[src/include/mmioClient_settings.svh]
`ifndef MMIO_CLIENT_SETTINGS_SVH
`define MMIO_CLIENT_SETTINGS_SVH

// --------------------------------------------------
// Bus and memory geometry
// --------------------------------------------------
`define MMIO_ADDR_W         8      // Host address bits, bit 7 picks the window
`define MMIO_DATA_W         8
`define MMIO_PAGE_BITS      7      // 128 bytes per window or page
`define XMEM_WORD_W         32     // Fabric side word
`define XMEM_BYTES          2048
`define XMEM_WORDS          512

// --------------------------------------------------
// Register offsets in the lower window
// --------------------------------------------------
`define REG_CFG_EMIF_ID     7'h00
`define REG_CFG_EMIF_VER    7'h01
`define REG_CFG_EMIF_REV    7'h02
`define REG_CFG_TOP_ID      7'h04
`define REG_CFG_TOP_YEAR    7'h05
`define REG_CFG_TOP_MONTH   7'h06
`define REG_CFG_TOP_DAY     7'h07
`define REG_PHY_STAT        7'h10
`define REG_PHY_ETH0        7'h11  // Three tuning bytes
`define REG_LY2_MAC0        7'h22  // Six bytes, MAC0 is the low byte
`define REG_LY3_IP0         7'h34  // Four bytes, IP0 is the low byte
`define REG_DIAG_SCRATCH0   7'h70
`define REG_DIAG_CTRL1      7'h74  // Loopback control
`define REG_DIAG_CTRL2      7'h76  // Role control
`define REG_PAGE_SEL        7'h7F

// Identification bytes
`define EMIF_ID             8'h3D
`define EMIF_VER            8'h01
`define EMIF_REV            8'h00
`define TOP_ID              8'h01

// Reset bytes
`define ETH0_RST0           8'h41  // Equalizer on, swing 4
`define ETH0_RST1           8'h05
`define ETH0_RST2           8'h05
`define SCRATCH_RST0        8'hDE
`define SCRATCH_RST1        8'hAD
`define SCRATCH_RST2        8'hBE
`define SCRATCH_RST3        8'hEF

`endif

[src/hdl/mmioRegPkg.sv]
`include "mmioClient_settings.svh"

package mmioRegPkg;

  typedef logic [`MMIO_ADDR_W-1:0]    mmioAddr_t;  // Full host address
  typedef logic [`MMIO_DATA_W-1:0]    mmioByte_t;
  typedef logic [`MMIO_PAGE_BITS-1:0] regIdx_t;    // Offset inside the lower window

  // How a register index behaves on the host bus
  typedef enum logic [1:0]
  {
    ACC_NONE,  // Unmapped, reads zero
    ACC_ID,    // Fixed identification byte
    ACC_STAT,  // Live status from the shell
    ACC_RW     // Host writable
  } regAcc_t;

  // --------------------------------------------------
  // Register map decode
  // --------------------------------------------------
  function automatic regAcc_t regAccess(regIdx_t idx);
    regAcc_t acc;
    acc = ACC_NONE;
    if (idx inside {`REG_CFG_EMIF_ID, `REG_CFG_EMIF_VER, `REG_CFG_EMIF_REV,
                    [`REG_CFG_TOP_ID : `REG_CFG_TOP_DAY]})
      acc = ACC_ID;
    else if (idx == `REG_PHY_STAT)
      acc = ACC_STAT;
    else if (idx inside {[`REG_PHY_ETH0 : `REG_PHY_ETH0 + 2],
                         [`REG_LY2_MAC0 : `REG_LY2_MAC0 + 5],
                         [`REG_LY3_IP0 : `REG_LY3_IP0 + 3],
                         [`REG_DIAG_SCRATCH0 : `REG_DIAG_SCRATCH0 + 3],
                         `REG_DIAG_CTRL1, `REG_DIAG_CTRL2, `REG_PAGE_SEL})
      acc = ACC_RW;
    return acc;
  endfunction

endpackage

[src/hdl/mmioRegFile.sv]
`include "mmioClient_settings.svh"

module mmioRegFile
  import mmioRegPkg::*;
#(
  parameter mmioByte_t topYear  = 8'hFF,
  parameter mmioByte_t topMonth = 8'hFF,
  parameter mmioByte_t topDay   = 8'hFF
) (
  input  logic        shlClk,
  input  logic        rstN,
  input  logic        regWrEn,
  input  regIdx_t     regIdx,
  input  mmioByte_t   regWrData,
  input  logic        mc0CalDone,
  input  logic        mc1CalDone,
  input  logic        ethCoreReady,
  input  logic        ethQpllLock,
  output mmioByte_t   regRdData,
  output mmioByte_t   pageSel,
  output logic        rxEqualizerMode,
  output logic [3:0]  txDriverSwing,
  output logic [4:0]  txPreCursor,
  output logic [4:0]  txPostCursor,
  output logic        pcsLoopbackEn,
  output logic        macLoopbackEn,
  output logic        macAddrSwapEn,
  output logic [47:0] macAddress,
  output logic [31:0] ipAddress,
  output logic [1:0]  udpEchoCtrl,
  output logic        udpPostPktEn,
  output logic        udpCaptPktEn,
  output logic [1:0]  tcpEchoCtrl,
  output logic        tcpPostPktEn,
  output logic        tcpCaptPktEn
);

  localparam int RegCount = 2 ** `MMIO_PAGE_BITS;

  mmioByte_t regQ  [RegCount];  // Writable bytes, others stay at reset
  mmioByte_t rdMux [RegCount];  // Host view of every index
  mmioByte_t statByte;
  mmioByte_t eth0, eth1, eth2;
  mmioByte_t ctrl1, ctrl2;

  // Reset byte of each writable index
  function automatic mmioByte_t rstByte(regIdx_t idx);
    case (idx)
      `REG_PHY_ETH0:          return `ETH0_RST0;
      `REG_PHY_ETH0 + 1:      return `ETH0_RST1;
      `REG_PHY_ETH0 + 2:      return `ETH0_RST2;
      `REG_DIAG_SCRATCH0:     return `SCRATCH_RST0;
      `REG_DIAG_SCRATCH0 + 1: return `SCRATCH_RST1;
      `REG_DIAG_SCRATCH0 + 2: return `SCRATCH_RST2;
      `REG_DIAG_SCRATCH0 + 3: return `SCRATCH_RST3;
      default:                return '0;  // MAC, IP, controls, page
    endcase
  endfunction

  // Burned-in identification
  function automatic mmioByte_t idByte(regIdx_t idx);
    case (idx)
      `REG_CFG_EMIF_ID:   return `EMIF_ID;
      `REG_CFG_EMIF_VER:  return `EMIF_VER;
      `REG_CFG_EMIF_REV:  return `EMIF_REV;
      `REG_CFG_TOP_ID:    return `TOP_ID;
      `REG_CFG_TOP_YEAR:  return topYear;
      `REG_CFG_TOP_MONTH: return topMonth;
      `REG_CFG_TOP_DAY:   return topDay;
      default:            return '0;
    endcase
  endfunction

  // --------------------------------------------------
  // Host writes
  // --------------------------------------------------
  always_ff @(posedge shlClk or negedge rstN)
  begin
    if (!rstN)
    begin
      for (int i = 0; i < RegCount; i++)
        regQ[i] <= rstByte(regIdx_t'(i));
    end
    else if (regWrEn && regAccess(regIdx) == ACC_RW)
      regQ[regIdx] <= regWrData;  // RO and unmapped writes dropped
  end

  // Cal done, core ready and PLL lock in the low nibble
  assign statByte = {4'b0000, ethQpllLock, ethCoreReady, mc1CalDone, mc0CalDone};

  // --------------------------------------------------
  // Host reads
  // --------------------------------------------------
  always_comb
  begin
    for (int i = 0; i < RegCount; i++)
    begin
      case (regAccess(regIdx_t'(i)))
        ACC_ID:   rdMux[i] = idByte(regIdx_t'(i));
        ACC_STAT: rdMux[i] = statByte;
        ACC_RW:   rdMux[i] = regQ[i];
        default:  rdMux[i] = '0;
      endcase
    end
  end

  assign regRdData = rdMux[regIdx];

  // --------------------------------------------------
  // Fabric outputs
  // --------------------------------------------------
  assign eth0  = regQ[`REG_PHY_ETH0];
  assign eth1  = regQ[`REG_PHY_ETH0 + 1];
  assign eth2  = regQ[`REG_PHY_ETH0 + 2];
  assign ctrl1 = regQ[`REG_DIAG_CTRL1];
  assign ctrl2 = regQ[`REG_DIAG_CTRL2];

  assign rxEqualizerMode = eth0[0];
  assign txDriverSwing   = eth0[7:4];  // Bits 3:1 spare
  assign txPreCursor     = eth1[4:0];
  assign txPostCursor    = eth2[4:0];

  assign macAddress = {regQ[`REG_LY2_MAC0 + 5], regQ[`REG_LY2_MAC0 + 4],
                       regQ[`REG_LY2_MAC0 + 3], regQ[`REG_LY2_MAC0 + 2],
                       regQ[`REG_LY2_MAC0 + 1], regQ[`REG_LY2_MAC0]};
  assign ipAddress  = {regQ[`REG_LY3_IP0 + 3], regQ[`REG_LY3_IP0 + 2],
                       regQ[`REG_LY3_IP0 + 1], regQ[`REG_LY3_IP0]};

  // Loopback control
  assign pcsLoopbackEn = ctrl1[0];
  assign macLoopbackEn = ctrl1[1];
  assign macAddrSwapEn = ctrl1[2];

  // Role control, UDP low nibble and TCP high nibble
  assign udpEchoCtrl  = ctrl2[1:0];
  assign udpPostPktEn = ctrl2[2];
  assign udpCaptPktEn = ctrl2[3];
  assign tcpEchoCtrl  = ctrl2[5:4];
  assign tcpPostPktEn = ctrl2[6];
  assign tcpCaptPktEn = ctrl2[7];

  assign pageSel = regQ[`REG_PAGE_SEL];

  // Identification bytes survive a host write
  assert property (@(posedge shlClk) disable iff (!rstN)
    (regWrEn && regAccess(regIdx) == ACC_ID) |=> rdMux[$past(regIdx)] == $past(regRdData));

endmodule

[config.mk]
export PLATFORM = sky130hd
export DESIGN_NAME = mmioRegFile
export DESIGN_NICKNAME = d
export VERILOG_FILES = /design/src/hdl/mmioRegPkg.sv /design/src/hdl/mmioRegFile.sv
export VERILOG_INCLUDE_DIRS = /design/src /design/src/include
export SDC_FILE = /design/constraint.sdc
export NUM_CORES = 1
export LEC_CHECK = 0
export ABC_AREA = 0
export BUFFER_PORTS_ARGS = -buffer_cell sky130_fd_sc_hd__buf_2
export CAP_MARGIN = 10
export CORE_MARGIN = 2
export CORE_UTILIZATION = 29
export DETAILED_ROUTE_END_ITERATION = 10
export RECOVER_POWER = 50
export SYNTH_ARGS = -nofsm -noshare
export SYNTH_HDL_FRONTEND = slang
export SYNTH_SLANG_ARGS = --single-unit
[constraint.sdc]
create_clock -name shlClk -period 1.8 [get_ports shlClk]
set_input_delay 0.09 -clock shlClk [delete_from_list [all_inputs] [get_ports shlClk]]
set_output_delay 0.09 -clock shlClk [all_outputs]
set_load 0.01 [all_outputs]
# Word-level counts from Yosys, hierarchy flattened
# Index checks and enable logic that the tools add are counted.
# Widths: inputs -> output; s select.
# classes
magnitude_cmp,12
eq_ne,7
muxes,9
bitwise,1
n_reduce_logical,10
# ops
operator,n
$bwmux 1024,1
$bmux 8 s7,1
$demux 8 s7,1
$mux 8,3
$eq 7x7->1 const B,3
$ge 7x6->1 const B,2
$le 7x6->1 const B,2
$ge 8x8->1 const B,1
$lt 8x1->1 const B,1
$not 7->8,1
$eq 7x1->1 const B,1
$eq 7x2->1 const B,1
$eq 7x5->1 const B,1
$ge 7x3->1 const B,1
$ge 7x5->1 const B,1
$ge 7x7->1 const B,1
$le 7x3->1 const B,1
$le 7x5->1 const B,1
$le 7x7->1 const B,1
$logic_and 1x1->1,7
$logic_not 7->1,1
$reduce_bool 7->1,1
$mux 2,3
$reduce_bool 4->1,1
$eq 2x2->1 const B,1
# totals
register_bits,1024
in_bits,22

# Depth between registers and ports, before layout
# Gate-level depths: netlist of run 1.
# logic_depth
ltp_word,8
depth_mapped,8

# Worst setup path after synthesis of run 1
# No wires, ideal clock.
# synth_path
path_kind,flip-flop to output port
start,reg regQ[99] in the netlist's numbering
end,out regRdData[3]
arrival_ps,1532
path_slack_ps,178
path_stages_with_launch,5
n_path_buf,0
path_cell_list,dfstp_2 > mux4_2 > and3_1 > a2111oi_0 > o221ai_1
# synth_between
elab_chain_len,3
# synth_rtl
item,line,text
from (decl),mmioRegFile.sv:40,mmioByte_t regQ [RegCount];
"from (signal, indexed assignment)",mmioRegFile.sv:82,regQ[i] <= rstByte(regIdx_t'(i));
"from (signal, indexed assignment)",mmioRegFile.sv:85,regQ[regIdx] <= regWrData;
$bmux 8 s7,mmioRegFile.sv:107,assign regRdData = rdMux[regIdx];
$mux 8 (not written as such) (2 in a row),mmioRegFile.sv:107,
to (decl),mmioRegFile.sv:19,"output mmioByte_t regRdData,"
# Every way passes these cells. The select of a mux whose other input is x is not followed.

# Final worst setup path of run 1
# layout_path
start,reg regQ[98] in the netlist's numbering
end,out regRdData[2]
# Same word-level chain as after synthesis.

==> results of run 1 <==
[layout by cell type (no fill, tap or decap), types with 3 or more instances in the layout]
cell type	netlist	final
mux2i_1	27	26
nand2_1	10	10
clkbuf_16	0	17
clkinvlp_4	0	3
a21oi_1	7	7
nor2b_1	5	5
inv_6	0	4
o21ai_0	13	10
buf_12	0	13
a22o_1	6	6
mux2_2	153	153
nor3_2	3	3
buf_4	111	83
nor2_1	13	13
a211oi_1	5	5
mux4_2	19	19
clkbuf_1	19	58
and3_4	0	3
o21ai_1	0	3
and3_1	6	3
buf_2	13	85
nor3_1	3	3
dfrtp_1	130	130
nand3_1	7	7
nand4_1	12	12
o22ai_1	7	7
inv_1	3	3
dfstp_2	30	30
nand2b_1	4	4
mux2_4	8	8
nor3_4	3	3
a32oi_1	12	12
[path summary, 6_finish.rpt]
kind,endpoint,slack (ns),start,cells past startpoint
worst min-delay path,eth1[2]$_DFFE_PN1P_,0.26,regWrData[2],2
min in group asynchronous,regQ[118]$_DFFE_PN0P_,0.52,rstN,2
worst max register to register,ipAddress[31]$_DFFE_PN0P_,0.79,ipAddress[31]$_DFFE_PN0P_,3
worst min register to register,eth0[1]$_DFFE_PN0P_,0.51,eth0[1]$_DFFE_PN0P_,1
worst max-delay path,regRdData[2],-0.53,regQ[98]$_DFFE_PN1P_,6
max in group asynchronous,regQ[97]$_DFFE_PN1P_,0.22,rstN,3
[power by group]
group	internal [mW]	switching, mW	leakage (nW)	total, mW
logic	0.639	0.703	2.52	1.34
registers	3.93	0.220	2.08	4.15
clock network	1.87	1.57	0.268	3.44
[area by class of cell]
class                           instances  area share [%]
Multi-Input combinational cell        352            35.0
Clock buffer                           20            4.45
Sequential cell                       160            39.4
Inverter                                4           0.146
Tap cell                              384            4.69
Timing Repair Buffer                  243            15.3
Clock inverter                         12           0.964
[through the flow]
| step | setup TNS (ns) | cells | hold slack, ns |
|---|---|---|---|
| after floorplan | 0 | 665 | -0.206 |
| after global placement | -4.31 | 1123 | 0.0972 |
| after detailed placement | -3.95 | 1123 | 0.104 |
| after CTS | -2.82 | 1172 | 0.210 |
| after global routing | -3.25 | 1175 | 0.248 |
| final | -2.76 | 1175 | 0.256 |
[flip-flops by register name, summed over array words and instances, names as in the netlist]
register,flops
macAddress,48
eth1,8
eth0,8
ipAddress,32
ctrl1,8
ctrl2,8
pageSel,8
eth2,8
regQ,32
[routing by layer]
layer	global-route usage [%]	routed length, um	up-vias
met5	0	14	-
li1	-	-	2560
met3	3.36	1300	15
met2	25.9	11800	173
met4	3.72	263	2
met1	22.7	11600	2985
[critical path, cell delays in order (launching register included)]
cell	delay, ns
dfstp_2	0.37
mux4_2	0.45
and3_4	0.20
a2111oi_4	0.32
buf_4	0.17
o211ai_1	0.12
buf_2	0.18
[cells by family after synthesis]
kind of cell	Yosys count	share of synthesized area [%]
mux	207	29.6
simple gates	85	6.58
buf+inv	153	11.8
flops	160	47.1
compound gates	60	4.88
[cells in the mapped netlist (2+ instances only)]
master,instances,area [um2]
dfstp_2,30,788
nor2b_1,5,31.3
buf_2,13,65.1
and3_1,6,37.5
nor3_1,3,15.0
clkbuf_1,19,71.3
nor2_1,13,48.8
buf_4,111,833
mux2i_1,27,270
a32oi_1,12,105
dfrtp_1,130,3250
nand2_1,10,37.5
mux2_4,8,120
nor3_4,3,48.8
mux2_2,153,1720
nand4_1,12,75.1
o21ai_0,13,65.1
a22o_1,6,52.6
nand2b_1,4,25.0
or4b_2,2,20.0
a211oi_1,5,37.5
nor3_2,3,30.0
o22ai_1,7,43.8
o221ai_1,2,17.5
inv_1,3,11.3
a21oi_1,7,35.0
nand2_2,2,12.5
a2111oi_0,2,17.5
nor2_2,2,12.5
buf_1,4,15.0
nand3_1,7,35.0
mux4_2,19,428
o31ai_1,2,15.0
[repair_timing]
action                                  CTS  global route
setup buffers                            16             3
cloned                                    0             0
pin swaps                                12             7
hold buffers                              1             0
gates resized for setup                  13             2
endpoints found under the hold margin    48             0
endpoints found under the setup margin    8             8
==> impl_results.md, run 1 <==
* FILL cells at approximately 2800
* Status: finished, violations left
* Post-Syn Area at 8580 um2
* FFs w/ async S/R, synth at 100%
* Vias at ~5700
* # diodes at 0
* Max Fclk at around 0.43 GHz
* Fin. max-slew vios at 0
* Row cnt at 62
* Synth Instances at between 600 and 700
* Largest net degree at the start of global routing at 53
* Period utilisation layout at 129%
* Iter 0 DRT Violations at between 400 and 500
* Worst VDD drop at just under 0.0006 V
* Endpoints failing hold at 0
* Initial antenna violation count at 1
* H-tree depth at 4
* Violated checks: negative setup slack
* RSZ-0062 raised after global routing: yes
* Sequential share of the synthesized area at ~47%
* DR pass1 iterations at 5
* Max transition margin at under 10%
* Element type at the critical path start: register
* Worst Path Max Fanout at 2
* Number of enable flip-flop cells after synthesis at 0
* Drt drc at 0
* Vias in the first global route at roughly 5700
* Post-layout power at ~8.9 mW
* Max_cap viols at 0
* CTS tree: yes
* Critical path class: reg2out
* YS warnings at 0
* Storage cell area at between 4000 and 5000 um2
* Clock Pin Slew Worst Setup and Hold Paths at approximately 0.070 ns
* Place WS at -0.407 ns
* Worst EP required at between 1.5 and 2 ns
* Syn_nets at a little under 700
* Die span in x at 176 um
* Die Span Y at roughly 180 um
* Area after DPL at about 9600 um2
* Total Nets Final at 800
* Fin crit period at approximately 2.3 ns
* P_leak at 4.87 nW
* Layout area overhead at 19.5%
* WP data arrival at 2.24 ns
* Final GP Congestion at ~0.89
* Final ANT Viol Nets at 0
* Layout cell share with drive strength beyond 1 at a little under three fifths
* First-pass GRT wire length at 37.0 mm
* Layout Skew at 0 ns
* Starting Density at 29.7%
* GR Util All Layers at between 10% and 20%
* Half-perimeter wire length after placement at between 15 and 20 mm
* Worst Tran Pin Value at 1.36 ns
* Final core occ at between 30% and 40%
* Routed wire length at approximately 25 mm
* Grt ovf at 0
* Post-synth top flop: dfrtp_1
* Worst setup EP type: output pin
* Cell Pwr Density at 871 nW/um2
* Die Footprint at 31000 um2
* Slack of the critical path at -0.528 ns
* Unique cell type count in the Yosys netlist at 53
* Area of the multi-input gates at between 3000 and 4000 um2
* Longest Clk Path Bufs at 2
* Hold Path Class: in2reg
* Final setup viols at 8
* Design Area, Final at between 10000 and 15000 um2
* Num CTS Buffers at 17
* Seq cells post-synth at 160
* Root Driver: clkbuf_16
* Clock sinks at 160
* Wire per inst at 21.2 um
* IO Port Bufs at around 140
* Core Area at ~29000 um2
* Synth Area per Inst at 12.9 um2
* Number of vias per cell at 4.88
* Worst-Skew Late Latency at 0.43 ns
* IO Pins at ~140
No activity file was read; power rests on OpenSTA's default activity.
==> run 2, diff against run 1 <==
Settings changed: REMOVE_ABC_BUFFERS from default to 1.
==> impl_results.md, run 2 (synthesis results as in run 1) <==
* Routed wire length at 24.9 mm (-0.31%)
* Core Area at 28900 um2 (unchanged)
* Max_cap viols at 0 (unchanged)
* Layout cell share with drive strength beyond 1 at 59.1% (+1.9 points)
* Design Area, Final at 10400 um2 (+1.5%)
* Non-filler cells, final at 1194 (+1.6%)
* Layout Skew at 0 ns (unchanged)
* Fin. max-slew vios at 0 (unchanged)
* Iter 0 DRT Violations at 421 (-10%)
* Total Nets Final at 820 (+2.5%)
* Final GP Congestion at 0.888 (-0.56%)
* Wire per inst at 20.8 um (-1.9%)
* Commonest cells after routing, fill and taps aside: 153 x mux2_2, 130 x dfrtp_1, 108 x buf_4, 84 x buf_2, 57 x clkbuf_1
* HP Start: regWrData[2]
* Worst Path Max Fanout at 2 (unchanged)
* Worst EP required at 1.71 ns (about the same)
* Endpoints failing hold at 0 (unchanged)
* Clock sinks at 160 (unchanged)
* Die span in x at 176 um (unchanged)
* Area after DPL at 9690 um2 (+1.1%)
* CTS tree: yes
* Worst Tran Pin Value at 1.12 ns (-0.249 ns)
* P_leak at 4.99 nW (+2.6%)
* Hold Path Class: in2reg
* Max Fclk at 0.435 GHz (+1.4%)
* Root Driver: clkbuf_16
* Longest Clk Path Bufs at 2 (unchanged)
* Die Footprint at 31000 um2 (unchanged)
* Worst hold margin at 0.262 ns (+0.00620 ns)
* Period utilisation layout at 128% (-1.7 points)
* Clock Pin Slew Worst Setup and Hold Paths at 0.07 ns (about the same)
* Vias in the first global route at 5973 (+4.0%)
* Final ANT Viol Nets at 0 (unchanged)
* Cell Pwr Density at 884 nW/um2 (+1.5%)
* Status: finished, violations left
* Die Span Y at 176 um (unchanged)
* Drt drc at 0 (unchanged)
* Origin of the critical flop-to-flop path: eth2[1]$_DFFE_PN0P_
* Most common cell after layout, fill and taps aside: mux2_2
* Worst-Skew Late Latency at 0.42 ns (about the same)
* Layout area overhead at 21.3%
* Num CTS Buffers at 17 (unchanged)
* Final core occ at 36.0% (+0.53 points)
* First-pass GRT wire length at 37.8 mm (+1.9%)
* Worst VDD drop at 0.000641 V (+7.7%)
* Max transition margin at 25.6% (+17 points)
* IO Pins at 144 (unchanged)
* Placed Cells at 1147 (+2.1%)
* Final setup viols at 8 (unchanged)
* Worst setup EP type: output pin
* Initial antenna violation count at 0 (-1)
* Max reg flops at 48 (unchanged)
* Violated checks: negative setup slack
* Largest net degree at the start of global routing at 48 (-9.4%)
* GR Util All Layers at 16.4% (+0.12 points)
* Number of vias per cell at 4.84 (-0.90%)
* Half-perimeter wire length after placement at 18.4 mm (-0.13%)
* Slack of the critical path at -0.497 ns (+0.0313 ns)
* DR pass1 iterations at 4 (-1)
* Vias at 5775 (+0.70%)
* Element type at the critical path start: register
* WP data arrival at 2.21 ns (-0.03 ns)
* H-tree depth at 4 (unchanged)
* RSZ-0062 raised after global routing: yes
* CP Launch Point: regQ[98]$_DFFE_PN1P_
* Critical path class: reg2out
* Row cnt at 62 (unchanged)
* Fin crit period at 2.30 ns (-0.0313 ns)
* # diodes at 0 (unchanged)
* IO Port Bufs at 143 (unchanged)
* Setup_tns at -2.88 ns (-0.127 ns)
* Grt ovf at 0 (unchanged)
* Starting Density at 29.7% (unchanged)
-- run 2: changes by cell type in the layout (fill, tap and decap cells not counted), moves of 3 or more --
cell | before | now
buf_12 | 13 | 8
a32oi_1 | 12 | 8
o21ai_1 | 3 | 0
a32oi_2 | 0 | 4
buf_4 | 83 | 108
-- run 2: cell type report --
type	count	area (um2)
inverters	4	15.0
well taps	384	480
clock inverters	13	150
fillers	2863	18500
multi-input cells	352	3630
flip-flops and latches	160	4040
clock buffers	18	439
repair buffers	263	1650
-- run 2: what timing repair did --
| item | CTS | global route |
|---|---|---|
| endpoints found under the hold margin | 96 | 0 |
| gates cloned | 0 | 0 |
| gates resized for setup | 16 | 4 |
| setup buffers | 13 | 2 |
| pin swaps | 11 | 2 |
| hold buffers | 1 | 0 |
| endpoints found under the setup margin | 8 | 8 |
-- run 2: per-stage QoR --
step / power [mW] / setup WS, ns
2_1_floorplan: 4.74 / 0.135
3_3_place_gp: 5.57 / -0.304
3_5_place_dp: 5.59 / -0.276
4_1_cts: 9.33 / -0.513
5_1_grt: 9.58 / -0.593
6_report: 9.20 / -0.497
-- run 2: worst paths after layout --
| path | cells past startpoint | slack (ns) | end |
|---|---|---|---|
| min in group asynchronous | 2 | 0.42 | macAddress[36]$_DFFE_PN0P_ |
| max in group asynchronous | 3 | 0.27 | eth1[0]$_DFFE_PN1P_ |
| hold / removal | 2 | 0.26 | eth1[2]$_DFFE_PN1P_ |
| hold reg to reg | 1 | 0.50 | eth0[1]$_DFFE_PN0P_ |
| setup reg to reg | 4 | 0.67 | eth2[1]$_DFFE_PN0P_ |
| setup / recovery | 6 | -0.50 | regRdData[2] |
-- run 2: critical path: stages, from the launching register on --
cell	delay, ns
dfstp_2	0.37
mux4_2	0.46
and3_4	0.20
a2111oi_4	0.31
buf_4	0.17
o211ai_1	0.11
buf_2	0.17
-- run 2: power breakdown --
group          internal [mW]  leakage [nW]  switching (mW)  total [mW]
Clock                   2.11         0.290            1.56        3.67
Sequential              3.93          2.08           0.221        4.15
Combinational          0.660          2.62           0.721        1.38
Total                   6.70          4.99            2.50        9.20
-- run 2: layer usage --
metal	vias to the layer above	global-route usage [%]	routed length, um
li1	2589	-	-
met1	2986	21.9	11200
met2	173	24.9	11300
met3	27	5.92	1870
met4	0	4.99	472
met5	-	0	0
