<file path="src/include/mmioClient_settings.svh">
`ifndef MMIO_CLIENT_SETTINGS_SVH
`define MMIO_CLIENT_SETTINGS_SVH

// --------------------------------------------------
// Bus and memory geometry
// --------------------------------------------------
`define MMIO_ADDR_W         8      // Host address bits, bit 7 picks the window
`define MMIO_DATA_W         8
`define MMIO_PAGE_BITS      7      // 128 bytes per window or page
`define XMEM_WORD_W         32     // Fabric side word
`define XMEM_BYTES          2048
`define XMEM_WORDS          512

// --------------------------------------------------
// Register offsets in the lower window
// --------------------------------------------------
`define REG_CFG_EMIF_ID     7'h00
`define REG_CFG_EMIF_VER    7'h01
`define REG_CFG_EMIF_REV    7'h02
`define REG_CFG_TOP_ID      7'h04
`define REG_CFG_TOP_YEAR    7'h05
`define REG_CFG_TOP_MONTH   7'h06
`define REG_CFG_TOP_DAY     7'h07
`define REG_PHY_STAT        7'h10
`define REG_PHY_ETH0        7'h11  // Three tuning bytes
`define REG_LY2_MAC0        7'h22  // Six bytes, MAC0 is the low byte
`define REG_LY3_IP0         7'h34  // Four bytes, IP0 is the low byte
`define REG_DIAG_SCRATCH0   7'h70
`define REG_DIAG_CTRL1      7'h74  // Loopback control
`define REG_DIAG_CTRL2      7'h76  // Role control
`define REG_PAGE_SEL        7'h7F

// Identification bytes
`define EMIF_ID             8'h3D
`define EMIF_VER            8'h01
`define EMIF_REV            8'h00
`define TOP_ID              8'h01

// Reset bytes
`define ETH0_RST0           8'h41  // Equalizer on, swing 4
`define ETH0_RST1           8'h05
`define ETH0_RST2           8'h05
`define SCRATCH_RST0        8'hDE
`define SCRATCH_RST1        8'hAD
`define SCRATCH_RST2        8'hBE
`define SCRATCH_RST3        8'hEF

`endif

</file>
<file path="src/hdl/mmioMemPkg.sv">
`include "mmioClient_settings.svh"

package mmioMemPkg;

  localparam int ByteAddrW = $clog2(`XMEM_BYTES);  // 11
  localparam int WordAddrW = $clog2(`XMEM_WORDS);  // 9
  localparam int LaneCount = `XMEM_WORD_W / `MMIO_DATA_W;

  typedef logic [ByteAddrW-1:0] xmemByteAddr_t;  // Host view, page and offset
  typedef logic [WordAddrW-1:0] xmemWordAddr_t;  // Fabric view

  // One storage word, seen whole by the fabric and as byte lanes by the host
  typedef union packed
  {
    logic [`XMEM_WORD_W-1:0]                  word;
    logic [LaneCount-1:0][`MMIO_DATA_W-1:0]   lane;  // Lane 0 is bits 7:0
  } xmemWord_u;

endpackage

</file>
<file path="src/hdl/mmioRegPkg.sv">
`include "mmioClient_settings.svh"

package mmioRegPkg;

  typedef logic [`MMIO_ADDR_W-1:0]    mmioAddr_t;  // Full host address
  typedef logic [`MMIO_DATA_W-1:0]    mmioByte_t;
  typedef logic [`MMIO_PAGE_BITS-1:0] regIdx_t;    // Offset inside the lower window

  // How a register index behaves on the host bus
  typedef enum logic [1:0]
  {
    ACC_NONE,  // Unmapped, reads zero
    ACC_ID,    // Fixed identification byte
    ACC_STAT,  // Live status from the shell
    ACC_RW     // Host writable
  } regAcc_t;

  // --------------------------------------------------
  // Register map decode
  // --------------------------------------------------
  function automatic regAcc_t regAccess(regIdx_t idx);
    regAcc_t acc;
    acc = ACC_NONE;
    if (idx inside {`REG_CFG_EMIF_ID, `REG_CFG_EMIF_VER, `REG_CFG_EMIF_REV,
                    [`REG_CFG_TOP_ID : `REG_CFG_TOP_DAY]})
      acc = ACC_ID;
    else if (idx == `REG_PHY_STAT)
      acc = ACC_STAT;
    else if (idx inside {[`REG_PHY_ETH0 : `REG_PHY_ETH0 + 2],
                         [`REG_LY2_MAC0 : `REG_LY2_MAC0 + 5],
                         [`REG_LY3_IP0 : `REG_LY3_IP0 + 3],
                         [`REG_DIAG_SCRATCH0 : `REG_DIAG_SCRATCH0 + 3],
                         `REG_DIAG_CTRL1, `REG_DIAG_CTRL2, `REG_PAGE_SEL})
      acc = ACC_RW;
    return acc;
  endfunction

endpackage

</file>
<file path="src/hdl/mmioBusCtrl.sv">
`include "mmioClient_settings.svh"

module mmioBusCtrl
  import mmioRegPkg::*;
  import mmioMemPkg::*;
(
  input  logic          shlClk,
  input  logic          rstN,
  input  logic          csN,
  input  logic          weN,
  input  mmioAddr_t     addr,
  input  mmioByte_t     wrData,
  input  mmioByte_t     pageSel,
  input  mmioByte_t     regRdData,  // Combinational from the register file
  input  mmioByte_t     memRdData,  // One cycle after memEn
  output logic          regWrEn,
  output regIdx_t       regIdx,
  output mmioByte_t     regWrData,
  output logic          memEn,
  output logic          memWrEn,
  output xmemByteAddr_t memAddr,
  output mmioByte_t     memWrData,
  output mmioByte_t     rdData,
  output logic          rdValid
);

  localparam int WinBit      = `MMIO_ADDR_W - 1;
  localparam int PageSelBits = $bits(xmemByteAddr_t) - `MMIO_PAGE_BITS;  // 4 of 8 used

  logic      memWin;    // Access targets the upper window
  logic      rdReq;
  logic      memWinQ;   // Window of the read in flight
  mmioByte_t regRdQ;

  // --------------------------------------------------
  // Access decode
  // --------------------------------------------------
  assign memWin = addr[WinBit];
  assign rdReq  = !csN && weN;

  // Register file side
  assign regIdx    = addr[`MMIO_PAGE_BITS-1:0];
  assign regWrEn   = !csN && !weN && !memWin;  // Commits at this edge
  assign regWrData = wrData;

  // Memory side, page on top of the offset
  assign memEn     = !csN && memWin;
  assign memWrEn   = !weN;
  assign memAddr   = {pageSel[PageSelBits-1:0], addr[`MMIO_PAGE_BITS-1:0]};
  assign memWrData = wrData;

  // --------------------------------------------------
  // Read return
  // --------------------------------------------------
  always_ff @(posedge shlClk or negedge rstN)
  begin
    if (!rstN)
    begin
      rdValid <= 1'b0;
      memWinQ <= 1'b0;
    end
    else
    begin
      rdValid <= rdReq;
      if (rdReq)
        memWinQ <= memWin;  // Remember where the byte comes from
    end
  end

  // Register byte sampled to line up with the memory latency
  always_ff @(posedge shlClk)
  begin
    if (rdReq && !memWin)
      regRdQ <= regRdData;
  end

  assign rdData = memWinQ ? memRdData : regRdQ;

  // Every returned byte belongs to a read of the previous cycle
  assert property (@(posedge shlClk) disable iff (!rstN)
    rdValid |-> $past(!csN && weN));

  // A host access reaches one target only
  assert property (@(posedge shlClk) disable iff (!rstN)
    !(memEn && regWrEn));

endmodule

</file>
<file path="config.mk">
export PLATFORM = sky130hd
export DESIGN_NAME = mmioBusCtrl
export DESIGN_NICKNAME = d
export VERILOG_FILES = /design/src/hdl/mmioMemPkg.sv /design/src/hdl/mmioRegPkg.sv /design/src/hdl/mmioBusCtrl.sv
export VERILOG_INCLUDE_DIRS = /design/src /design/src/include
export SDC_FILE = /design/constraint.sdc
export NUM_CORES = 1
export LEC_CHECK = 0
export ABC_CLOCK_PERIOD_IN_PS = 1300
export BUFFER_PORTS_ARGS = -buffer_cell sky130_fd_sc_hd__buf_2
export CAP_MARGIN = 40
export CORE_MARGIN = 3
export CORE_UTILIZATION = 32
export DETAILED_ROUTE_END_ITERATION = 10
export GPL_ROUTABILITY_DRIVEN = 0
export PLACE_DENSITY_LB_ADDON = 0.05
export SYNTH_ARGS = -nofsm -noshare
export SYNTH_HDL_FRONTEND = slang
export SYNTH_SLANG_ARGS = --single-unit
</file>
<file path="constraint.sdc">
create_clock -name shlClk -period 1.3 [get_ports shlClk]
set_input_delay 0.26 -clock shlClk [delete_from_list [all_inputs] [get_ports shlClk]]
set_output_delay 0.26 -clock shlClk [all_outputs]
set_load 0.03 [all_outputs]
</file>
# ---- Word-level counts from Yosys, hierarchy flattened
# Cells that the tools add are included.
dict set report op_classes {
  muxes 1
  n_reduce_logical 8
}
# op n
set ops {}
lappend ops {{$mux 8} 1}
lappend ops {{$logic_and 1x1->1} 5}
lappend ops {{$logic_not 1->1} 3}
dict set report word_totals {
  ff_bits 10
  input_bits 44
  output_inout_bits 46
  elab_cells 12
}

# ---- Depth between registers and ports, before layout
# Gate-level depths: netlist (run 1).
dict set report depth {
  depth_word 3
  mapped_depth 2
  ltp_nobuf 2
}

# ---- Worst setup path before layout (run 1)
# OpenSTA, ideal clock, no wires.
dict set report synth_path {
  path_kind {input port to flip-flop}
  startpoint {input weN}
  endpoint {register regRdQ[0], enable pin}
  setup_ns 0.383
  t_arrival_ns 1.074
  required_ns 0.917
  slack_ns -0.157
  stages 2
  n_path_buf 0
  cell_sequence {inv_1 -> nor3_1}
}
dict set report synth_between {
  elab_chain_cells 2
}
# item line_no
set synth_lines {}
lappend synth_lines {{start, declared} mmioBusCtrl.sv:10} ;# input logic weN,
lappend synth_lines {{$logic_and 1x1->1} mmioBusCtrl.sv:39} ;# assign rdReq = !csN && weN;
lappend synth_lines {{$logic_and 1x1->1} mmioBusCtrl.sv:73} ;# if (rdReq && !memWin)
lappend synth_lines {{end signal, assigned} mmioBusCtrl.sv:74} ;# regRdQ <= regRdData;
lappend synth_lines {{end, declared} mmioBusCtrl.sv:33} ;# mmioByte_t regRdQ;
# No other way between the ends.
# A chain may end at the register's enable or synchronous reset.

# ---- Worst setup path after layout (run 1)
dict set report layout_path {
  startpoint {register memWinQ}
  endpoint {output rdData[7]}
}
dict set report layout_between {
  elab_chain_cells 1
}
# item line_no
set layout_lines {}
lappend layout_lines {{start, declared} mmioBusCtrl.sv:32} ;# logic memWinQ;
lappend layout_lines {{start signal, assigned} mmioBusCtrl.sv:66} ;# memWinQ <= memWin;
lappend layout_lines {{$mux 8} mmioBusCtrl.sv:77} ;# assign rdData = memWinQ ? memRdData : regRdQ;
lappend layout_lines {{end, declared} mmioBusCtrl.sv:23} ;# output mmioByte_t rdData,
# No other way between the ends.

==> results.toml, run 1 <==
[outcome]
status = "finished with violations"
violations = "setup timing"

[grt]
globalRouteTotalUtil = 0.0822
globalRoute.totalOverflow = 0
grt_pass1_vias = 365
grt_pass1_wl_mm = 1.56
antenna_found_initial = 0
grt_max_degree = 9

[synth]
synth_top_family_by_area = "buffers and inverters"
netlist_instances = 59
synth_top_area_cell = "buf_4"
synth_fa_ha_area_frac = 0
synth_simple_gate_area_frac = 0.0347
synth_top_cell_area_share = 0.354
ys_seq_elements = 10
netlist_area_um2 = 721
syn_area_per_cell_um2 = 12.2
synthesis.nets = 103
post_synth_mux_area_share = 0.188
synthTopCellsByArea = "buf_4, edfxtp_1, mux2_4"
ys_seq_area_frac = 0.403
synth.distinct_cells = 9
synth_compound_area_frac = 0
synthXorXnorAreaFrac = 0
yosys_warnings = 0

[clock_network]
clockRootBuffer = "clkbuf_4"
clk_path_buf_depth = 2
htree_levels = 1
insertion_delay_ps = 250
cts_buffers = 3
cts_tree = "built"
cts_sinks = 10
clk_pin_slew_ps = 70

[power_and_ir_drop]
intPower_uw = 653
combPwrFrac = 0.344
p_per_area_nw_per_um2 = 1160
pwr-share-clk = 0.244
cellLeakagePower_uw = 0.000372
ir_drop_uv = 492
seqPwrFrac = 0.413
power.switching_uw = 250
switching_share = 0.277
finalPower_uw = 903

[floorplanning]
initial_utilization = 0.353
coreArea_um2 = 2040
die-area_um2 = 2860
die_h_um = 53.5
io_pins = 90
die_w_um = 53.5
rows = 16

[place]
dp_hpwl_um = 878
portBuffers = 32
placed_cell_area_um2 = 676

[finish]
layout.nets = 110
n_fill_cell = 216
utilization = 0.381
multi_input_area_um2 = 165
syn_to_final_growth_pct = 7.81
seq_area_um2 = 290
layout_commonest_cell = "buf_2"
final_area_um2 = 777
antenna_cells = 0
layout_common_cells = "buf_2, buf_6, mux2_4, edfxtp_1, clkbuf_4"
drive_gt1_frac = 0.769

[sta]
tightest_slew_ps = 157
clock_skew_ps = 0
setup_viol = 8
rsz0062_at_grt = "yes"
final_hold_viol_count = 0
fmax_ghz = 0.673
fin_crit_sh = 1.14
setup_ws_ps = -185
hold_ws_ps = 167
slew_violations = 0
finalSetupTns_ps = -1430
relSlewSlack = 0.896
post-route-min-period_ps = 1490

[routing]
via_per_inst = 4.10
drt-initial-drc-count = 1
drtAntennaViolNets = 0
firstDrtPassIters = 2
wl_per_cell_um = 11.6
drc = 0
vias = 377
drt-total-wl_mm = 1.07

[worst_setup_path]
cp-end-kind = "output pin"
startpoint_type = "flip-flop"
rr_worst_depth = 3
rrSetupSlack_ps = 280
rr_startpoint = "memWinQ$_DFFE_PN0P_"
path_max_fanout = 5
cp.required_ps = 1040
critPathArrivalTime_ps = 1230
critPathKind = "flip-flop to output pin"
r2r-end = "memWinQ$_DFFE_PN0P_"

[min_path]
min_from = "regRdData[3]"
worstHoldPathCells = 1
hold_path.class = "input port to flip-flop"
worstHoldEndpoint = "regRdQ[3]$_DFFE_PP_"

[job]
drv_cap = 0
worst max path at each step:
stage | start | end | slack, ps | cells after the start
final | memWinQ$_DFFE_PN0P_ | rdData[7] | -190 | 3
after global routing | memWinQ$_DFFE_PN0P_ | rdData[7] | -240 | 3
after CTS | memWinQ$_DFFE_PN0P_ | rdData[7] | -200 | 3
after detailed placement | memWinQ$_DFFE_PN0P_ | rdData[7] | 50 | 3
after global placement | memWinQ$_DFFE_PN0P_ | rdData[5] | 50 | 3
after floorplan | weN | regRdQ[0]$_DFFE_PP_ | 70 | 2
metal layers:
metal,global-route usage,routed length [um],up-vias
met3,0.0423,155,8
met2,0.124,551,33
met4,0.0979,34,0
li1,-,-,174
met5,0,0,-
met1,0.0704,329,162
through the flow:
stage                     std cells  worst slack [ps]
after floorplan                  59              74.6
after global placement           86              54.8
after detailed placement         86              52.0
after CTS                        91              -205
after global routing             92              -238
final                            92              -185
final cells by class:
cell class / count / share of cell area
Sequential cell: 10 / 0.374
Clock buffer: 4 / 0.0338
Tap cell: 27 / 0.0435
Timing Repair Buffer: 37 / 0.332
Multi-Input combinational cell: 13 / 0.213
Inverter: 1 / 0.00483
synthesized netlist by cell type:
library cell / count
nor3_1: 2
inv_1: 1
buf_6: 1
mux2_4: 9
nor2b_2: 1
nor2b_1: 1
buf_4: 34
dfrtp_1: 2
edfxtp_1: 8
state kept, by name, summed over array words and instances, names as in the netlist:
signal,flops
regRdQ,8
memWinQ,1
rdValid,1
critical path, stage by stage, from the launching register on:
cell     delay, ps
dfrtp_1        390
buf_6          140
mux2_4         300
buf_6          140
power by group through the flow:
stage	clock network (uW)	logic (uW)	registers (uW)
floorplan	0	373	380
global placement	0	254	378
detailed placement	0	257	378
CTS	235	308	373
global route	258	328	375
finish	220	310	373
cells by family (layout without fill, tap and decap cells):
| group | Yosys count | count (layout) |
|---|---|---|
| buffers and inverters | 36 | 42 |
| DFF | 10 | 10 |
| muxes | 9 | 9 |
| and+or+nand+nor | 4 | 4 |
timing repair:
action,4_1_cts,5_1_grt
buffers inserted,0,1
resized for setup,18,0
hold endpoints to repair,2,0
endpoints found under the setup margin,8,8
hold buffers,1,0
(Power assumes the default switching activity.)
==> inputs of run 2 (changes only) <==
- CORE_ASPECT_RATIO: not set -> 0.8
- SKIP_CTS_REPAIR_TIMING: not set -> 1
==> run 2 against run 1 <==
The run still ends with setup timing left. Critical path type unchanged. Combinational power barely moved. Worst hold slack improved by 7.8 ps. Largest power group unchanged. Flip-flop and latch count unchanged.
==> results.toml, run 2 (synthesis gave the netlist of run 1 again) <==
[grt]
grt_pass1_wl_mm = 1.48
grt_max_degree = 9
globalRouteTotalUtil = 0.0722
grt_pass1_vias = 326
globalRoute.totalOverflow = 0
antenna_found_initial = 0

[min_path]
worstHoldEndpoint = "regRdQ[3]$_DFFE_PP_"
hold_path.class = "input port to flip-flop"
worstHoldPathCells = 1
min_from = "regRdData[3]"

[finish]
utilization = 0.387
reg_top3 = "regRdQ: 8 flops, memWinQ: 1 flops, rdValid: 1 flops"
instances_no_fill = 89
drive_gt1_frac = 0.769
layout_common_cells = "buf_2, buf_6, mux2_4, edfxtp_1, clkbuf_4"
n_fill_cell = 210
largest_reg_flops = 8
layout.nets = 110
layout_commonest_cell = "buf_2"
regMostFlops = "regRdQ"
antenna_cells = 0
syn_to_final_growth_pct = 7.29

[worst_setup_path]
critPathKind = "flip-flop to output pin"
path_max_fanout = 4
crit_chain = "buf_6 -> mux2_4 -> buf_6"
rr_worst_depth = 3
critPathBufInv = 2
cp.required_ps = 1040
rr_startpoint = "memWinQ$_DFFE_PN0P_"
critPathTopFamily = "flip-flops"
slowest_delay_ps = 400
critPathSlowestCell = "dfrtp_1"
startpoint_type = "flip-flop"
cp-end-kind = "output pin"
critPathArrivalTime_ps = 1230
path_common_cell = "buf_6"
r2r-end = "memWinQ$_DFFE_PN0P_"
rrSetupSlack_ps = 280

[power_and_ir_drop]
intPower_uw = 653
pwr-share-clk = 0.240
ir_drop_uv = 721
seqPwrFrac = 0.414
cellLeakagePower_uw = 0.000372
combPwrFrac = 0.346
p_per_area_nw_per_um2 = 1170
switching_share = 0.275
power.switching_uw = 248

[place]
placed_cells = 83
portBuffers = 32

[sta]
hold_ws_ps = 174
rsz0062_at_grt = "yes"
post-route-min-period_ps = 1490
relSlewSlack = 0.890
setup_viol = 8
clock_skew_ps = 0
final_hold_viol_count = 0
setup_ws_ps = -195
slew_violations = 0
fmax_ghz = 0.669
fin_crit_sh = 1.15
finalSetupTns_ps = -1520
tightest_slew_ps = 166

[outcome]
status = "finished with violations"
violations = "setup timing"

[clock_network]
insertion_delay_ps = 260
clockRootBuffer = "clkbuf_4"
cts_sinks = 10
htree_levels = 1
cts_buffers = 3
clk_path_buf_depth = 2
clk_pin_slew_ps = 60
cts_tree = "built"

[floorplanning]
die-area_um2 = 2860
initial_utilization = 0.361
die_w_um = 59.1
io_pins = 90
rows = 14
die_h_um = 48.4
coreArea_um2 = 2000

[routing]
vias = 345
drt-total-wl_mm = 1.08
drt-initial-drc-count = 2
firstDrtPassIters = 2
via_per_inst = 3.88
drtAntennaViolNets = 0
wl_per_cell_um = 12.1
drc = 0

[job]
drv_cap = 0
[run 2: cell counts in the layout (fill, tap and decap cells not counted)]
No cell type changed its count.
[run 2: layout make-up]
| type | instances | area [um2] | area share |
|---|---|---|---|
| sequential | 10 | 290 | 0.375 |
| timing repair buffer | 37 | 258 | 0.333 |
| multi-input combinational | 13 | 165 | 0.214 |
| tap | 24 | 30.0 | 0.0388 |
| clock buffer | 4 | 26.3 | 0.0340 |
| inverter | 1 | 3.75 | 0.00485 |
[run 2: power groups by stage]
stage	Sequential (uW)	Combinational [uW]	Clock [uW]
4_1_cts	371	256	230
3_5_place_dp	378	256	0
3_3_place_gp	378	256	0
5_1_grt	375	327	249
2_1_floorplan	380	373	0
6_report	373	311	216
[run 2: metrics by stage]
stage	power, uW	setup slack [ps]	cell area (um2)
after floorplan	753	74.6	726
after global placement	634	53.9	672
after detailed placement	634	51.6	672
after CTS	857	-245	698
after global routing	951	-246	773
final	901	-195	773
[run 2: how the worst max path moves through the flow]
stage	startpoint	end	slack, ps	cells after the start
after floorplan	weN	regRdQ[0]$_DFFE_PP_	70	2
after global placement	memWinQ$_DFFE_PN0P_	rdData[7]	50	3
after detailed placement	memWinQ$_DFFE_PN0P_	rdData[4]	50	3
after CTS	memWinQ$_DFFE_PN0P_	rdData[4]	-250	3
after global routing	memWinQ$_DFFE_PN0P_	rdData[7]	-250	3
final	memWinQ$_DFFE_PN0P_	rdData[2]	-190	3
[run 2: worst reg2reg max path, stage by stage, from the launching register on]
cell and delay (ps):
dfrtp_1 400, buf_6 140, buf_4 120, mux2_4 250
[run 2: layer usage]
| metal | up-vias | routed length [um] | track usage |
|---|---|---|---|
| met1 | 142 | 389 | 0.0740 |
| met2 | 28 | 499 | 0.0974 |
| met3 | 2 | 163 | 0.0612 |
| met4 | 0 | 22 | 0.0453 |
| met5 | - | 0 | 0 |
| li1 | 173 | - | - |
==> inputs of run 3 (changes only) <==
- ABC_CLOCK_PERIOD_IN_PS: 1300 -> 1760
- CORE_UTILIZATION: 32 -> 34
- GPL_TIMING_DRIVEN: not set -> 0
- SLEW_MARGIN: not set -> 20
- clock period: 1.3 -> 1.76 ns (I/O delays scaled with it)
==> run 3 against run 2 <==
The flow now finishes without violations. Flip-flop and latch count is the same. Die area decreased by 5.2%. Sequential share of layout area decreased by 12 points. Non-clock buffer count up 66. Cell count is 74% higher. Register-to-register slack better by 580 ps. Core utilization increased by 20 points. Via count grew 77%.
==> results.toml, run 3 (synthesis gave the netlist of run 1 again) <==
[finish]
regMostFlops = "regRdQ"
antenna_cells = 0
n_fill_cell = 188
instances_no_fill = 155
syn_to_final_growth_pct = 57.1
layout.nets = 176
layout_commonest_cell = "buf_2"
drive_gt1_frac = 0.885
largest_reg_flops = 8
layout_common_cells = "buf_2, buf_4, mux2_4, edfxtp_1, clkbuf_4"
reg_top3 = "regRdQ: 8 flops, memWinQ: 1 flops, rdValid: 1 flops"

[routing]
drtAntennaViolNets = 0
drt-initial-drc-count = 5
wl_per_cell_um = 9.12
drt-total-wl_mm = 1.41
drc = 0
via_per_inst = 3.93
firstDrtPassIters = 2
vias = 609

[min_path]
worstHoldPathCells = 1
min_from = "regRdData[0]"
worstHoldEndpoint = "regRdQ[0]$_DFFE_PP_"
hold_path.class = "input port to flip-flop"

[power_and_ir_drop]
combPwrFrac = 0.434
intPower_uw = 557
power.switching_uw = 278
finalPower_uw = 835
seqPwrFrac = 0.328
cellLeakagePower_uw = 0.000646
pwr-share-clk = 0.238
switching_share = 0.333
ir_drop_uv = 377
p_per_area_nw_per_um2 = 737

[clock_network]
cts_tree = "built"
cts_buffers = 3
clockRootBuffer = "clkbuf_4"
clk_path_buf_depth = 2
htree_levels = 1
cts_sinks = 10
clk_pin_slew_ps = 70
insertion_delay_ps = 260

[sta]
setup_ws_ps = 157
fmax_ghz = 0.624
rsz0062_at_grt = "no"
slew_violations = 0
setup_viol = 0
tightest_slew_ps = 636
relSlewSlack = 0.573
hold_ws_ps = 264
finalSetupTns_ps = 0
post-route-min-period_ps = 1600
final_hold_viol_count = 0
clock_skew_ps = 0
fin_crit_sh = 0.911

[floorplanning]
rows = 14
coreArea_um2 = 1940
die_h_um = 47.2
initial_utilization = 0.371
io_pins = 90
die_w_um = 57.5
die-area_um2 = 2710

[grt]
antenna_found_initial = 0
grt_max_degree = 10
grt_pass1_vias = 529
globalRouteTotalUtil = 0.0970
grt_pass1_wl_mm = 1.93
globalRoute.totalOverflow = 0

[outcome]
status = "completed"

[worst_setup_path]
rr_worst_depth = 2
r2r-end = "memWinQ$_DFFE_PN0P_"
critPathArrivalTime_ps = 1250
cp-end-kind = "output pin"
critPathKind = "flip-flop to output pin"
startpoint_type = "flip-flop"
cp.required_ps = 1410
path_max_fanout = 9
rr_startpoint = "memWinQ$_DFFE_PN0P_"
rrSetupSlack_ps = 860

[place]
placed_cells = 150
portBuffers = 66
pre_cts_ws_ps = 158

[job]
drv_cap = 0
-- run 3: changes by cell type in the layout (fill, tap and decap cells not counted), sizes merged --
cell / delta
buf: +66
-- run 3: worst max path at each step --
stage	startpoint	to	slack, ps	depth (start not counted)
2_1_floorplan	weN	regRdQ[0]$_DFFE_PP_	210	2
3_3_place_gp	weN	regRdQ[5]$_DFFE_PP_	20	3
3_5_place_dp	weN	regRdQ[5]$_DFFE_PP_	160	4
4_1_cts	memWinQ$_DFFE_PN0P_	rdData[2]	140	3
5_1_grt	memWinQ$_DFFE_PN0P_	rdData[2]	120	3
6_report	memWinQ$_DFFE_PN0P_	rdData[2]	160	3
-- run 3: cell type report --
class                      instances  area [um2]  share of cell area
timing repair buffer              68         345               0.305
multi-input combinational         13         160               0.141
clock buffer                       4        36.3              0.0320
tap                               24        30.0              0.0265
sequential                        10         290               0.256
buffer                            35         267               0.235
inverter                           1        3.75             0.00331
-- run 3: power by group through the flow --
stage          registers [uW]  clock network (uW)  logic [uW]
5_1_grt                   275                 220         383
2_1_floorplan             281                   0         275
4_1_cts                   274                 205         364
3_5_place_dp              279                   0         364
3_3_place_gp              279                   0         361
6_report                  274                 199         362
-- run 3: routing by layer --
layer | vias up | wire, um | track usage
met4 | 0 | 25 | 0.0556
met1 | 251 | 481 | 0.0932
met3 | 2 | 189 | 0.0412
li1 | 305 | - | -
met5 | - | 0 | 0
met2 | 51 | 719 | 0.180
-- run 3: metrics by stage --
step                area (um2)   util
finish                    1130  0.582
global route              1130  0.582
CTS                       1120  0.577
detailed placement        1090  0.559
global placement          1080  0.556
floorplan                  721      -
-- run 3: critical path, stage by stage (launching register included) --
cell	delay (ps)
dfrtp_1	370
buf_6	150
mux2_4	290
buf_2	180
